--- src/hw/mips_pkg.sv ---
`default_nettype none

package mips_pkg;

   typedef logic [31:0] word_t;     // data word and pc
   typedef logic [4:0]  reg_addr_t;
   typedef logic [5:0]  opcode_t;
   typedef logic [5:0]  funct_t;
   typedef logic [3:0]  alu_op_t;
   typedef logic [1:0]  a_sel_t;
   typedef logic        b_sel_t;

   // alu operations
   localparam alu_op_t ALU_ADD  = 4'd0;
   localparam alu_op_t ALU_SUB  = 4'd1;
   localparam alu_op_t ALU_AND  = 4'd2;
   localparam alu_op_t ALU_OR   = 4'd3;
   localparam alu_op_t ALU_XOR  = 4'd4;
   localparam alu_op_t ALU_NOR  = 4'd5;
   localparam alu_op_t ALU_SLT  = 4'd6;
   localparam alu_op_t ALU_SLL  = 4'd7;
   localparam alu_op_t ALU_SRL  = 4'd8;
   localparam alu_op_t ALU_SRA  = 4'd9;
   localparam alu_op_t ALU_LUI  = 4'd10;
   localparam alu_op_t ALU_LINK = 4'd11;  // a + 4 as return address
   localparam alu_op_t ALU_NONE = 4'd15;

   // operand a source
   localparam a_sel_t A_RS    = 2'd0;
   localparam a_sel_t A_SHAMT = 2'd1;
   localparam a_sel_t A_PC    = 2'd2;
   localparam a_sel_t A_ZERO  = 2'd3;

   // operand b source
   localparam b_sel_t B_RT  = 1'b0;
   localparam b_sel_t B_IMM = 1'b1;

   // primary opcodes
   localparam opcode_t OP_SPECIAL = 6'h00;
   localparam opcode_t OP_J       = 6'h02;
   localparam opcode_t OP_JAL     = 6'h03;
   localparam opcode_t OP_BEQ     = 6'h04;
   localparam opcode_t OP_BNE     = 6'h05;
   localparam opcode_t OP_ADDI    = 6'h08;
   localparam opcode_t OP_SLTI    = 6'h0a;
   localparam opcode_t OP_ANDI    = 6'h0c;
   localparam opcode_t OP_ORI     = 6'h0d;
   localparam opcode_t OP_XORI    = 6'h0e;
   localparam opcode_t OP_LUI     = 6'h0f;

   // special funct codes
   localparam funct_t FN_SLL  = 6'h00;
   localparam funct_t FN_SRL  = 6'h02;
   localparam funct_t FN_SRA  = 6'h03;
   localparam funct_t FN_SLLV = 6'h04;
   localparam funct_t FN_SRLV = 6'h06;
   localparam funct_t FN_SRAV = 6'h07;
   localparam funct_t FN_JR   = 6'h08;
   localparam funct_t FN_JALR = 6'h09;
   localparam funct_t FN_ADDU = 6'h21;
   localparam funct_t FN_SUBU = 6'h23;
   localparam funct_t FN_AND  = 6'h24;
   localparam funct_t FN_OR   = 6'h25;
   localparam funct_t FN_XOR  = 6'h26;
   localparam funct_t FN_NOR  = 6'h27;
   localparam funct_t FN_SLT  = 6'h2a;

   localparam reg_addr_t RA_REG = 5'd31;  // link register

endpackage

`default_nettype wire

--- src/hw/id_ex_if.sv ---
`default_nettype none

// decoded instruction handed from decode to execute
interface id_ex_if;
   logic               valid;
   mips_pkg::word_t    pc;
   mips_pkg::word_t    rs_val;
   mips_pkg::word_t    rt_val;
   mips_pkg::word_t    imm;     // already extended
   mips_pkg::alu_op_t  alu_op;
   mips_pkg::a_sel_t   a_sel;
   mips_pkg::b_sel_t   b_sel;
   mips_pkg::reg_addr_t dest;
   logic               wr_en;

   modport producer (output valid, pc, rs_val, rt_val, imm, alu_op, a_sel, b_sel, dest, wr_en);
   modport consumer (input valid, pc, rs_val, rt_val, imm, alu_op, a_sel, b_sel, dest, wr_en);
endinterface

`default_nettype wire

--- src/hw/decode_stage.sv ---
`default_nettype none

module decode_stage (
   input  wire logic                i_clk,
   input  wire logic                i_rst,
   input  wire logic                i_issue,
   input  wire mips_pkg::word_t     i_instr,
   input  wire mips_pkg::word_t     i_pc,
   input  wire logic                i_wb_en,
   input  wire mips_pkg::reg_addr_t i_wb_addr,
   input  wire mips_pkg::word_t     i_wb_data,
   output logic                     o_redirect,
   output mips_pkg::word_t          o_target,
   id_ex_if.producer                id_ex
);

   mips_pkg::opcode_t   opcode;
   mips_pkg::funct_t    funct;
   mips_pkg::reg_addr_t rs_addr;
   mips_pkg::reg_addr_t rt_addr;
   mips_pkg::reg_addr_t rd_addr;
   mips_pkg::word_t     imm_sext;
   mips_pkg::word_t     imm_zext;
   mips_pkg::word_t     shamt_ext;
   mips_pkg::word_t     pc_plus4;
   mips_pkg::word_t     rs_val;
   mips_pkg::word_t     rt_val;

   // control outputs of the decoder
   mips_pkg::word_t     imm;
   mips_pkg::alu_op_t   alu_op;
   mips_pkg::a_sel_t    a_sel;
   mips_pkg::b_sel_t    b_sel;
   mips_pkg::reg_addr_t dest;
   logic                writes;
   logic                is_jump;
   logic                is_jreg;
   logic                is_beq;
   logic                is_bne;
   logic                rs_eq_rt;

   assign opcode    = i_instr[31:26];
   assign funct     = i_instr[5:0];
   assign rs_addr   = i_instr[25:21];
   assign rt_addr   = i_instr[20:16];
   assign rd_addr   = i_instr[15:11];
   assign imm_sext  = {{16{i_instr[15]}}, i_instr[15:0]};
   assign imm_zext  = {16'h0, i_instr[15:0]};
   assign shamt_ext = {27'h0, i_instr[10:6]};
   assign pc_plus4  = i_pc + 32'd4;

   register_file u_register_file (
      .i_clk     (i_clk),
      .i_rst     (i_rst),
      .i_rs_addr (rs_addr),
      .i_rt_addr (rt_addr),
      .i_wr_addr (i_wb_addr),
      .i_wr_en   (i_wb_en),
      .i_wr_data (i_wb_data),
      .o_rs_val  (rs_val),
      .o_rt_val  (rt_val)
   );

   always_comb begin
      imm     = imm_sext;
      alu_op  = mips_pkg::ALU_NONE;
      a_sel   = mips_pkg::A_ZERO;
      b_sel   = mips_pkg::B_RT;
      dest    = rt_addr;
      writes  = 1'b0;  // unknown ops retire as nop
      is_jump = 1'b0;
      is_jreg = 1'b0;
      is_beq  = 1'b0;
      is_bne  = 1'b0;
      case (opcode)
         mips_pkg::OP_SPECIAL: begin
            imm    = shamt_ext;
            dest   = rd_addr;
            a_sel  = mips_pkg::A_RS;
            writes = 1'b1;
            case (funct)
               mips_pkg::FN_SLL: begin
                  alu_op = mips_pkg::ALU_SLL;
                  a_sel  = mips_pkg::A_SHAMT;
               end
               mips_pkg::FN_SRL: begin
                  alu_op = mips_pkg::ALU_SRL;
                  a_sel  = mips_pkg::A_SHAMT;
               end
               mips_pkg::FN_SRA: begin
                  alu_op = mips_pkg::ALU_SRA;
                  a_sel  = mips_pkg::A_SHAMT;
               end
               mips_pkg::FN_SLLV: alu_op = mips_pkg::ALU_SLL;  // amount from rs
               mips_pkg::FN_SRLV: alu_op = mips_pkg::ALU_SRL;
               mips_pkg::FN_SRAV: alu_op = mips_pkg::ALU_SRA;
               mips_pkg::FN_ADDU: alu_op = mips_pkg::ALU_ADD;
               mips_pkg::FN_SUBU: alu_op = mips_pkg::ALU_SUB;
               mips_pkg::FN_AND:  alu_op = mips_pkg::ALU_AND;
               mips_pkg::FN_OR:   alu_op = mips_pkg::ALU_OR;
               mips_pkg::FN_XOR:  alu_op = mips_pkg::ALU_XOR;
               mips_pkg::FN_NOR:  alu_op = mips_pkg::ALU_NOR;
               mips_pkg::FN_SLT:  alu_op = mips_pkg::ALU_SLT;
               mips_pkg::FN_JR: begin
                  is_jreg = 1'b1;
                  writes  = 1'b0;
               end
               mips_pkg::FN_JALR: begin
                  is_jreg = 1'b1;
                  alu_op  = mips_pkg::ALU_LINK;
                  a_sel   = mips_pkg::A_PC;
               end
               default: writes = 1'b0;
            endcase
         end
         mips_pkg::OP_J: is_jump = 1'b1;
         mips_pkg::OP_JAL: begin
            is_jump = 1'b1;
            alu_op  = mips_pkg::ALU_LINK;
            a_sel   = mips_pkg::A_PC;
            dest    = mips_pkg::RA_REG;
            writes  = 1'b1;
         end
         mips_pkg::OP_BEQ: is_beq = 1'b1;
         mips_pkg::OP_BNE: is_bne = 1'b1;
         mips_pkg::OP_ADDI, mips_pkg::OP_SLTI: begin
            alu_op = (opcode == mips_pkg::OP_ADDI) ? mips_pkg::ALU_ADD : mips_pkg::ALU_SLT;
            a_sel  = mips_pkg::A_RS;
            b_sel  = mips_pkg::B_IMM;
            writes = 1'b1;
         end
         mips_pkg::OP_ANDI, mips_pkg::OP_ORI, mips_pkg::OP_XORI: begin
            imm    = imm_zext;
            alu_op = (opcode == mips_pkg::OP_ANDI) ? mips_pkg::ALU_AND :
                     (opcode == mips_pkg::OP_ORI)  ? mips_pkg::ALU_OR  : mips_pkg::ALU_XOR;
            a_sel  = mips_pkg::A_RS;
            b_sel  = mips_pkg::B_IMM;
            writes = 1'b1;
         end
         mips_pkg::OP_LUI: begin
            imm    = imm_zext;
            alu_op = mips_pkg::ALU_LUI;
            b_sel  = mips_pkg::B_IMM;
            writes = 1'b1;
         end
         default: ;
      endcase
   end

   // branch and jump resolution in the decode cycle
   assign rs_eq_rt   = (rs_val == rt_val);
   assign o_redirect = is_jump | is_jreg | (is_beq & rs_eq_rt) | (is_bne & ~rs_eq_rt);
   assign o_target   = is_jreg ? rs_val :
                       is_jump ? {4'h0, i_instr[25:0], 2'b00} :
                                 pc_plus4 + {imm_sext[29:0], 2'b00};

   always_ff @(posedge i_clk) begin
      if (i_rst)
         id_ex.valid <= 1'b0;
      else
         id_ex.valid <= i_issue;
   end

   always_ff @(posedge i_clk) begin
      if (i_issue) begin
         id_ex.pc     <= i_pc;
         id_ex.rs_val <= rs_val;
         id_ex.rt_val <= rt_val;
         id_ex.imm    <= imm;
         id_ex.alu_op <= alu_op;
         id_ex.a_sel  <= a_sel;
         id_ex.b_sel  <= b_sel;
         id_ex.dest   <= dest;
         id_ex.wr_en  <= writes && (dest != '0);  // r0 never written
      end
   end

endmodule

`default_nettype wire

--- src/hw/exec_stage.sv ---
`default_nettype none

module exec_stage (
   input  wire logic           i_clk,
   input  wire logic           i_rst,
   id_ex_if.consumer           id_ex,
   output logic                o_retire,
   output logic                o_wb_en,
   output mips_pkg::reg_addr_t o_wb_addr,
   output mips_pkg::word_t     o_wb_data
);

   mips_pkg::word_t op_a;
   mips_pkg::word_t op_b;
   mips_pkg::word_t result;
   logic [4:0]      shamt;

   always_comb begin
      case (id_ex.a_sel)
         mips_pkg::A_RS:    op_a = id_ex.rs_val;
         mips_pkg::A_SHAMT: op_a = id_ex.imm;
         mips_pkg::A_PC:    op_a = id_ex.pc;
         default:           op_a = '0;
      endcase
   end

   assign op_b  = (id_ex.b_sel == mips_pkg::B_IMM) ? id_ex.imm : id_ex.rt_val;
   assign shamt = op_a[4:0];  // shamt or rs[4:0]

   always_comb begin
      case (id_ex.alu_op)
         mips_pkg::ALU_ADD:  result = op_a + op_b;
         mips_pkg::ALU_SUB:  result = op_a - op_b;
         mips_pkg::ALU_AND:  result = op_a & op_b;
         mips_pkg::ALU_OR:   result = op_a | op_b;
         mips_pkg::ALU_XOR:  result = op_a ^ op_b;
         mips_pkg::ALU_NOR:  result = ~(op_a | op_b);
         mips_pkg::ALU_SLT:  result = {31'h0, $signed(op_a) < $signed(op_b)};
         mips_pkg::ALU_SLL:  result = op_b << shamt;
         mips_pkg::ALU_SRL:  result = op_b >> shamt;
         mips_pkg::ALU_SRA:  result = $signed(op_b) >>> shamt;
         mips_pkg::ALU_LUI:  result = {op_b[15:0], 16'h0};
         mips_pkg::ALU_LINK: result = op_a + 32'd4;  // return address
         default:            result = '0;
      endcase
   end

   // ex/wb register
   always_ff @(posedge i_clk) begin
      if (i_rst) begin
         o_retire <= 1'b0;
         o_wb_en  <= 1'b0;
      end else begin
         o_retire <= id_ex.valid;
         o_wb_en  <= id_ex.valid & id_ex.wr_en;
      end
   end

   always_ff @(posedge i_clk) begin
      if (id_ex.valid) begin
         o_wb_addr <= id_ex.dest;
         o_wb_data <= result;
      end
   end

endmodule

`default_nettype wire

--- src/hw/instr_port.sv ---
`default_nettype none

module instr_port (
   input  wire logic            i_clk,
   input  wire logic            i_rst,
   input  wire logic            i_req,
   input  wire mips_pkg::word_t i_instr,
   input  wire logic            i_retire,
   output logic                 o_ack,
   output logic                 o_issue,
   output mips_pkg::word_t      o_instr
);

   typedef enum logic [1:0] {
      ST_IDLE,
      ST_BUSY,   // instruction in flight
      ST_DONE    // retired and holding ack
   } port_state_t;

   port_state_t state;

   always_ff @(posedge i_clk) begin
      if (i_rst) begin
         state   <= ST_IDLE;
         o_ack   <= 1'b0;
         o_issue <= 1'b0;
      end else begin
         o_issue <= 1'b0;  // single cycle pulse
         case (state)
            ST_IDLE: begin
               if (i_req) begin
                  o_issue <= 1'b1;
                  state   <= ST_BUSY;
               end
            end
            ST_BUSY: begin
               if (i_retire) begin
                  o_ack <= 1'b1;
                  state <= ST_DONE;
               end
            end
            ST_DONE: begin
               // agent must drop req before the next one
               if (!i_req) begin
                  o_ack <= 1'b0;
                  state <= ST_IDLE;
               end
            end
            default: state <= ST_IDLE;
         endcase
      end
   end

   always_ff @(posedge i_clk) begin
      if (state == ST_IDLE && i_req)
         o_instr <= i_instr;  // word of the new request
   end

endmodule

`default_nettype wire

--- src/hw/mips_core_top.sv ---
`default_nettype none

module mips_core_top (
   input  wire logic        i_clk,
   input  wire logic        i_rst,
   input  wire logic        i_req,
   input  wire logic [31:0] i_instr,
   output logic             o_ack,
   output logic [31:0]      o_pc,
   output logic             o_wb_en,
   output logic [4:0]       o_wb_addr,
   output logic [31:0]      o_wb_data
);

   logic                issue;
   logic                retire;
   logic                redirect;
   mips_pkg::word_t     instr_q;   // captured instruction
   mips_pkg::word_t     pc;
   mips_pkg::word_t     target;
   mips_pkg::reg_addr_t wb_addr;
   mips_pkg::word_t     wb_data;
   logic                wb_en;

   id_ex_if id_ex ();

   instr_port u_instr_port (
      .i_clk    (i_clk),
      .i_rst    (i_rst),
      .i_req    (i_req),
      .i_instr  (i_instr),
      .i_retire (retire),
      .o_ack    (o_ack),
      .o_issue  (issue),
      .o_instr  (instr_q)
   );

   pc_unit u_pc_unit (
      .i_clk      (i_clk),
      .i_rst      (i_rst),
      .i_issue    (issue),
      .i_redirect (redirect),
      .i_target   (target),
      .o_pc       (pc)
   );

   decode_stage u_decode_stage (
      .i_clk      (i_clk),
      .i_rst      (i_rst),
      .i_issue    (issue),
      .i_instr    (instr_q),
      .i_pc       (pc),
      .i_wb_en    (wb_en),
      .i_wb_addr  (wb_addr),
      .i_wb_data  (wb_data),
      .o_redirect (redirect),
      .o_target   (target),
      .id_ex      (id_ex.producer)
   );

   exec_stage u_exec_stage (
      .i_clk     (i_clk),
      .i_rst     (i_rst),
      .id_ex     (id_ex.consumer),
      .o_retire  (retire),
      .o_wb_en   (wb_en),
      .o_wb_addr (wb_addr),
      .o_wb_data (wb_data)
   );

   assign o_pc      = pc;
   assign o_wb_en   = wb_en;
   assign o_wb_addr = wb_addr;
   assign o_wb_data = wb_data;

endmodule

`default_nettype wire

--- src/hw/pc_unit.sv ---
`default_nettype none

module pc_unit (
   input  wire logic            i_clk,
   input  wire logic            i_rst,
   input  wire logic            i_issue,
   input  wire logic            i_redirect,
   input  wire mips_pkg::word_t i_target,
   output mips_pkg::word_t      o_pc
);

   mips_pkg::word_t pc_next;

   // redirect only means something while the instruction is issued
   assign pc_next = i_redirect ? i_target : o_pc + 32'd4;

   always_ff @(posedge i_clk) begin
      if (i_rst)
         o_pc <= '0;
      else if (i_issue)
         o_pc <= pc_next;
   end

endmodule

`default_nettype wire

--- src/hw/register_file.sv ---
`default_nettype none

module register_file (
   input  wire logic                i_clk,
   input  wire logic                i_rst,
   input  wire mips_pkg::reg_addr_t i_rs_addr,
   input  wire mips_pkg::reg_addr_t i_rt_addr,
   input  wire mips_pkg::reg_addr_t i_wr_addr,
   input  wire logic                i_wr_en,
   input  wire mips_pkg::word_t     i_wr_data,
   output mips_pkg::word_t          o_rs_val,
   output mips_pkg::word_t          o_rt_val
);

   mips_pkg::word_t regs [32];

   always_ff @(posedge i_clk) begin
      if (i_rst) begin
         for (int i = 0; i < 32; i++)
            regs[i] <= '0;
      end else if (i_wr_en && i_wr_addr != '0) begin
         regs[i_wr_addr] <= i_wr_data;
      end
   end

   // r0 hardwired to zero
   assign o_rs_val = (i_rs_addr == '0) ? '0 : regs[i_rs_addr];
   assign o_rt_val = (i_rt_addr == '0) ? '0 : regs[i_rt_addr];

endmodule

`default_nettype wire

--- config.mk ---
export PLATFORM = sky130hd
export DESIGN_NAME = mips_core_top
export DESIGN_NICKNAME = d
export VERILOG_FILES = /design/src/hw/mips_pkg.sv /design/src/hw/id_ex_if.sv /design/src/hw/decode_stage.sv /design/src/hw/exec_stage.sv /design/src/hw/instr_port.sv /design/src/hw/mips_core_top.sv /design/src/hw/pc_unit.sv /design/src/hw/register_file.sv
export SDC_FILE = /design/constraint.sdc
export NUM_CORES = 2
export LEC_CHECK = 0
export BUFFER_PORTS_ARGS = -buffer_cell sky130_fd_sc_hd__buf_2
export CAP_MARGIN = 20
export CORE_MARGIN = 2
export CORE_UTILIZATION = 58
export CTS_CLUSTER_SIZE = 20
export DETAILED_ROUTE_END_ITERATION = 8
export PLACE_DENSITY = 0.74
export SYNTH_ARGS = -nofsm -noshare
export SYNTH_HDL_FRONTEND = slang
export SYNTH_SLANG_ARGS = --single-unit
--- constraint.sdc ---
create_clock -name i_clk -period 14.5 [get_ports i_clk]
set_clock_uncertainty 0.15 [all_clocks]
set_input_delay 1.45 -clock i_clk [delete_from_list [all_inputs] [get_ports i_clk]]
set_output_delay 1.45 -clock i_clk [all_outputs]
set_load 0.1 [all_outputs]
==> results.txt <==
----------------------------------------------------
[STA]
  Final TNS setup ... 0 ns
  Final-report hold violation count ... 0
  Period utilisation layout ... 51.06%
  Final setup viols ... 0
  Headroom to the max-slew limit ... 15.63%
  Fmax ... 135.1 MHz
  Max-slew violation total from the final report ... 0
  RSZ-0062 raised after global routing ... false
  Slew of the pin with the lowest slew margin ... 1.266 ns
  Post-route minimum period ... 7.404 ns

[Logic synthesis]
  Fraction of synthesized cell area in xor and xnor cells ... 1.578%
  Most used DFF post-synth ... sky130_fd_sc_hd__edfxtp_1
  Synth Instances ... 5904
  Fraction of synthesis flops using an asynchronous set or reset pin ... 0%
  Synth Area in Compound Gates ... 8.607%
  Fraction of the mapped netlist area in simple logic gates ... 13.40%
  Largest family of logic cells by synthesized area ... multiplexers
  Sequential element share of the synthesized area ... 49.42%
  Multiplexer share of the synthesized area ... 20.32%
  Flip-flop and latch count after synthesis ... 1268
  Synth Area per Inst ... 12.88 um^2
  Number of synthesis warnings ... 0
  Synth unique cells ... 100
  Post-synth EDFFs ... 1219
  Share of synthesized cell area in full adder, half adder and majority cells ... 2.300%
  Mapped Area ... 76060 um^2

[Clocking]
  Number of clock sinks seen by CTS ... 1268
  Post-CTS Hold Fix Bufs ... 0
  Clk buf depth ... 3
  Post-CTS sizing ... 0
  Total CTS buffers ... 138
  Skew-Pair Late Insertion Delay ... 0.80 ns
  Count of H-tree levels built during CTS ... 4
  Root Buffer Master ... sky130_fd_sc_hd__clkbuf_16
  Clock tree from TritonCTS ... yes
  Clock-pin transition on the worst setup and hold timing paths ... 0.06 ns
  Post-CTS Setup Bufs ... 0

[Floorplan]
  Die area ... 134000 um^2
  Core region area ... 129800 um^2
  Starting Density ... 58.59%
  Floorplan die height ... 366.1 um
  Floorplan row count ... 132
  Number of primary I/O pins ... 106
  Die Span X ... 366.1 um

[Route]
  Detailed-route via count ... 55610
  Average detailed-routed wire length per instance ... 35.99 um
  Post-detailed-route DRC marker count ... 0
  DRT iter0 DRCs ... 8138
  Detailed-route wire length ... 277900 um
  Vias per Instance ... 7.203
  Drt first pass iters ... 8
  ANT nets after route ... 0

[GRT]
  Total routing resource utilization after global routing ... 41.13%
  Largest net degree at the start of global routing ... 109
  Vias in the first global route ... 54590
  First-pass GRT wire length ... 393600 um
  Initial antenna violation count ... 14
  Total global routing overflow ... 0

[Power]
  Net Sw Frac ... 28.93%
  Cell-internal power ... 0.006813 W
  Proportion of power drawn by the clock network ... 37.0%
  Part of the power in combinational logic ... 18.2%
  Net switching power figure ... 0.002774 W
  Pwr dens ... 115.4 nW/um^2
  Worst IR Drop VDD ... 0.09941 mV
  Static Leakage ... 30.69 nW
  Power after layout ... 0.009587 W
  Sequential group share of total power ... 44.8%

[Setup path]
  Worst path most repeated cell ... sky130_fd_sc_hd__buf_4
  Crit-path cells ... buf_4 > buf_4 > mux4_2 > mux4_2 > o21ai_0 > xnor2_1 > nand4_1 > nor4_1 > a21oi_2 > nor3_4 > buf_4 > a2111oi_0 > a2111oi_1
  Data required, critical path ... 15.02 ns
  Arrival time worst endpoint ... 7.92 ns
  Largest driver fanout on the critical path ... 57
  Biggest cell delay along the critical path ... 1.05 ns
  Critical path class ... reg -> reg
  Startpoint type of the worst setup path ... register
  Kind of capture point of the worst setup path ... register
  CP max stage cell ... sky130_fd_sc_hd__nor4_1

[Job]
  Max-cap viol count ... 0

[Place]
  Final HPWL from detailed placement ... 177200 um
  Final Wtd Congestion ... 1.029
  Port bufs ... 105

[Status]
  Status ... completed

[Finish]
  Post-layout nets ... 6040
  Number of inserted filler cells in the final layout ... 9569
  Proportion of layout cells with a drive suffix above 1 ... 19.92%
  Syn-to-layout area delta ... 9.194%

[Worst hold path]
  HP Class ... reg -> reg
  Source of the worst hold timing path ... u_decode_stage.id_ex.dest[1]

----------------------------------------------------
## kinds of logic after synthesis
group / count (synthesis)
flops: 1268
xor+xnor: 137
fa+ha+maj: 138
compound gates: 1012
simple gates: 1855
buf+inv: 684
mux: 809
other cells: 1
## sequential cells by signal (all words and copies together) (netlist names), 2 cells and up, named ones only
| name | count |
|---|---|
| u_instr_port.o_instr | 32 |
| u_decode_stage.id_ex.alu_op | 4 |
| u_decode_stage.id_ex.rt_val | 32 |
| u_decode_stage.u_register_file.regs | 1024 |
| u_exec_stage.o_wb_data | 32 |
| u_decode_stage.id_ex.pc | 32 |
| u_decode_stage.id_ex.dest | 5 |
| u_instr_port.state | 2 |
| u_exec_stage.o_wb_addr | 5 |
| u_decode_stage.id_ex.imm | 17 |
| u_decode_stage.id_ex.rs_val | 32 |
| u_pc_unit.o_pc | 32 |
| u_decode_stage.id_ex.a_sel | 2 |
## metal layers
layer  vias to the layer above  global-route usage, %  share of wire (%)
li1                      22440                      -                  -
met2                      4345                  63.65                 46
met3                      1144                  11.32                 12
met1                     27680                  50.69                 34
met5                         -                      0              0.019
met4                         6                  27.80                8.1
## worst paths after layout
check	end	slack, ns	cells after the start
max	u_pc_unit.o_pc[3]	7.10	13
min	u_exec_stage.o_wb_addr[1]	0.28	0
max reg2reg	u_pc_unit.o_pc[3]	7.10	13
min reg2reg	u_exec_stage.o_wb_addr[1]	0.28	0
## cells in the mapped netlist, drive strengths merged (11+ instances only)
cell	count	area [um^2]
edfxtp	1219	36610
and2	1012	6331
mux4	569	13020
clkbuf	368	1475
nor2	335	1260
o21ai	253	1266
a21oi	251	1260
nand2	227	859.6
mux2i	209	2092
buf	158	1237
inv	150	563.0
ha	135	1689
xnor2	106	928.4
o22ai	83	519.3
a211oi	71	533.0
nand3	57	285.3
dfxtp	49	980.9
nor3	48	251.5
o211ai	39	292.8
a21o	37	279.0
mux2	31	349.1
xor2	31	271.5
a2111oi	27	251.5
nand4	26	162.7
a221oi	24	210.2
a31oi	22	137.6
nor2b	21	131.4
nand2b	20	125.1
o21a	20	150.1
o221ai	20	175.2
nor4	19	125.1
or3	19	120.1
and3	16	100.1
a2111o	15	168.9
o21bai	15	112.6
a211o	13	113.9
nand3b	11	86.33
o31ai	11	82.58
## power groups by stage
stage	clock network [W]	registers [W]	logic, W
after floorplan	0	0.00436	0.00108
after detailed placement	0	0.00436	0.00167
after CTS	0.00355	0.00429	0.00168
after global placement	0	0.00436	0.00165
after global routing	0.00369	0.00430	0.00180
final	0.00355	0.00430	0.00174
## worst max-delay path, delay by kind of cell, from the launching register on
kind                      cells  cell delay [ns]
buffers and inverters         3             1.80
AOI/OAI and AO/OA             4             1.17
muxes                         2             0.98
and+or+nand+nor               3             1.72
xor gates and xnor gates      1             0.47
DFF                           1             0.84
## cells in the final DEF, fill, tap and decap left out, types with 20 or more instances in the layout
cell type,count
sky130_fd_sc_hd__nand2b_1,20
sky130_fd_sc_hd__nor3_1,45
sky130_fd_sc_hd__nor2b_1,20
sky130_fd_sc_hd__mux4_1,51
sky130_fd_sc_hd__xor2_1,31
sky130_fd_sc_hd__a31oi_1,22
sky130_fd_sc_hd__clkbuf_16,139
sky130_fd_sc_hd__nand4_1,26
sky130_fd_sc_hd__buf_2,104
sky130_fd_sc_hd__xnor2_1,106
sky130_fd_sc_hd__a21oi_1,249
sky130_fd_sc_hd__a221oi_1,24
sky130_fd_sc_hd__mux2i_1,209
sky130_fd_sc_hd__and2_1,1012
sky130_fd_sc_hd__o21ai_1,20
sky130_fd_sc_hd__mux4_2,514
sky130_fd_sc_hd__nor2_1,300
sky130_fd_sc_hd__o221ai_1,20
sky130_fd_sc_hd__dfxtp_1,39
sky130_fd_sc_hd__a211oi_1,71
sky130_fd_sc_hd__inv_1,144
sky130_fd_sc_hd__edfxtp_1,1219
sky130_fd_sc_hd__o21ai_4,31
sky130_fd_sc_hd__o211ai_1,39
sky130_fd_sc_hd__clkinv_1,21
sky130_fd_sc_hd__buf_4,206
sky130_fd_sc_hd__conb_1,32
sky130_fd_sc_hd__clkbuf_1,34
sky130_fd_sc_hd__ha_1,135
sky130_fd_sc_hd__a21o_1,36
sky130_fd_sc_hd__o22ai_1,83
sky130_fd_sc_hd__o21ai_0,202
sky130_fd_sc_hd__nand3_1,57
sky130_fd_sc_hd__mux2_2,31
sky130_fd_sc_hd__nand2_1,224
## cell type report
class                           count  area [um^2]  area share [%]
Clock buffer                      177         3661           4.408
Multi-Input combinational cell   3983        35860           43.18
Sequential cell                  1268        37610           45.29
Clock inverter                     69        830.8           1.000
Timing Repair Buffer              321         2307           2.778
Antenna cell                        5        12.51         0.01507
Tap cell                         1742         2180           2.624
Inverter                          155        588.1          0.7081
## metrics by stage
step	setup slack (ns)	util [%]	instance area [um^2]	instances	hold slack (ns)
2_1_floorplan	9.164	-	76180	5935	0.2503
6_report	7.096	63.98	83050	7720	0.2751
4_1_cts	7.252	63.87	82910	7709	0.2722
3_3_place_gp	7.397	60.34	78330	7458	0.2504
3_5_place_dp	7.291	60.41	78420	7463	0.2649
5_1_grt	6.811	63.97	83040	7716	0.2795
(Power assumes the default switching activity.)
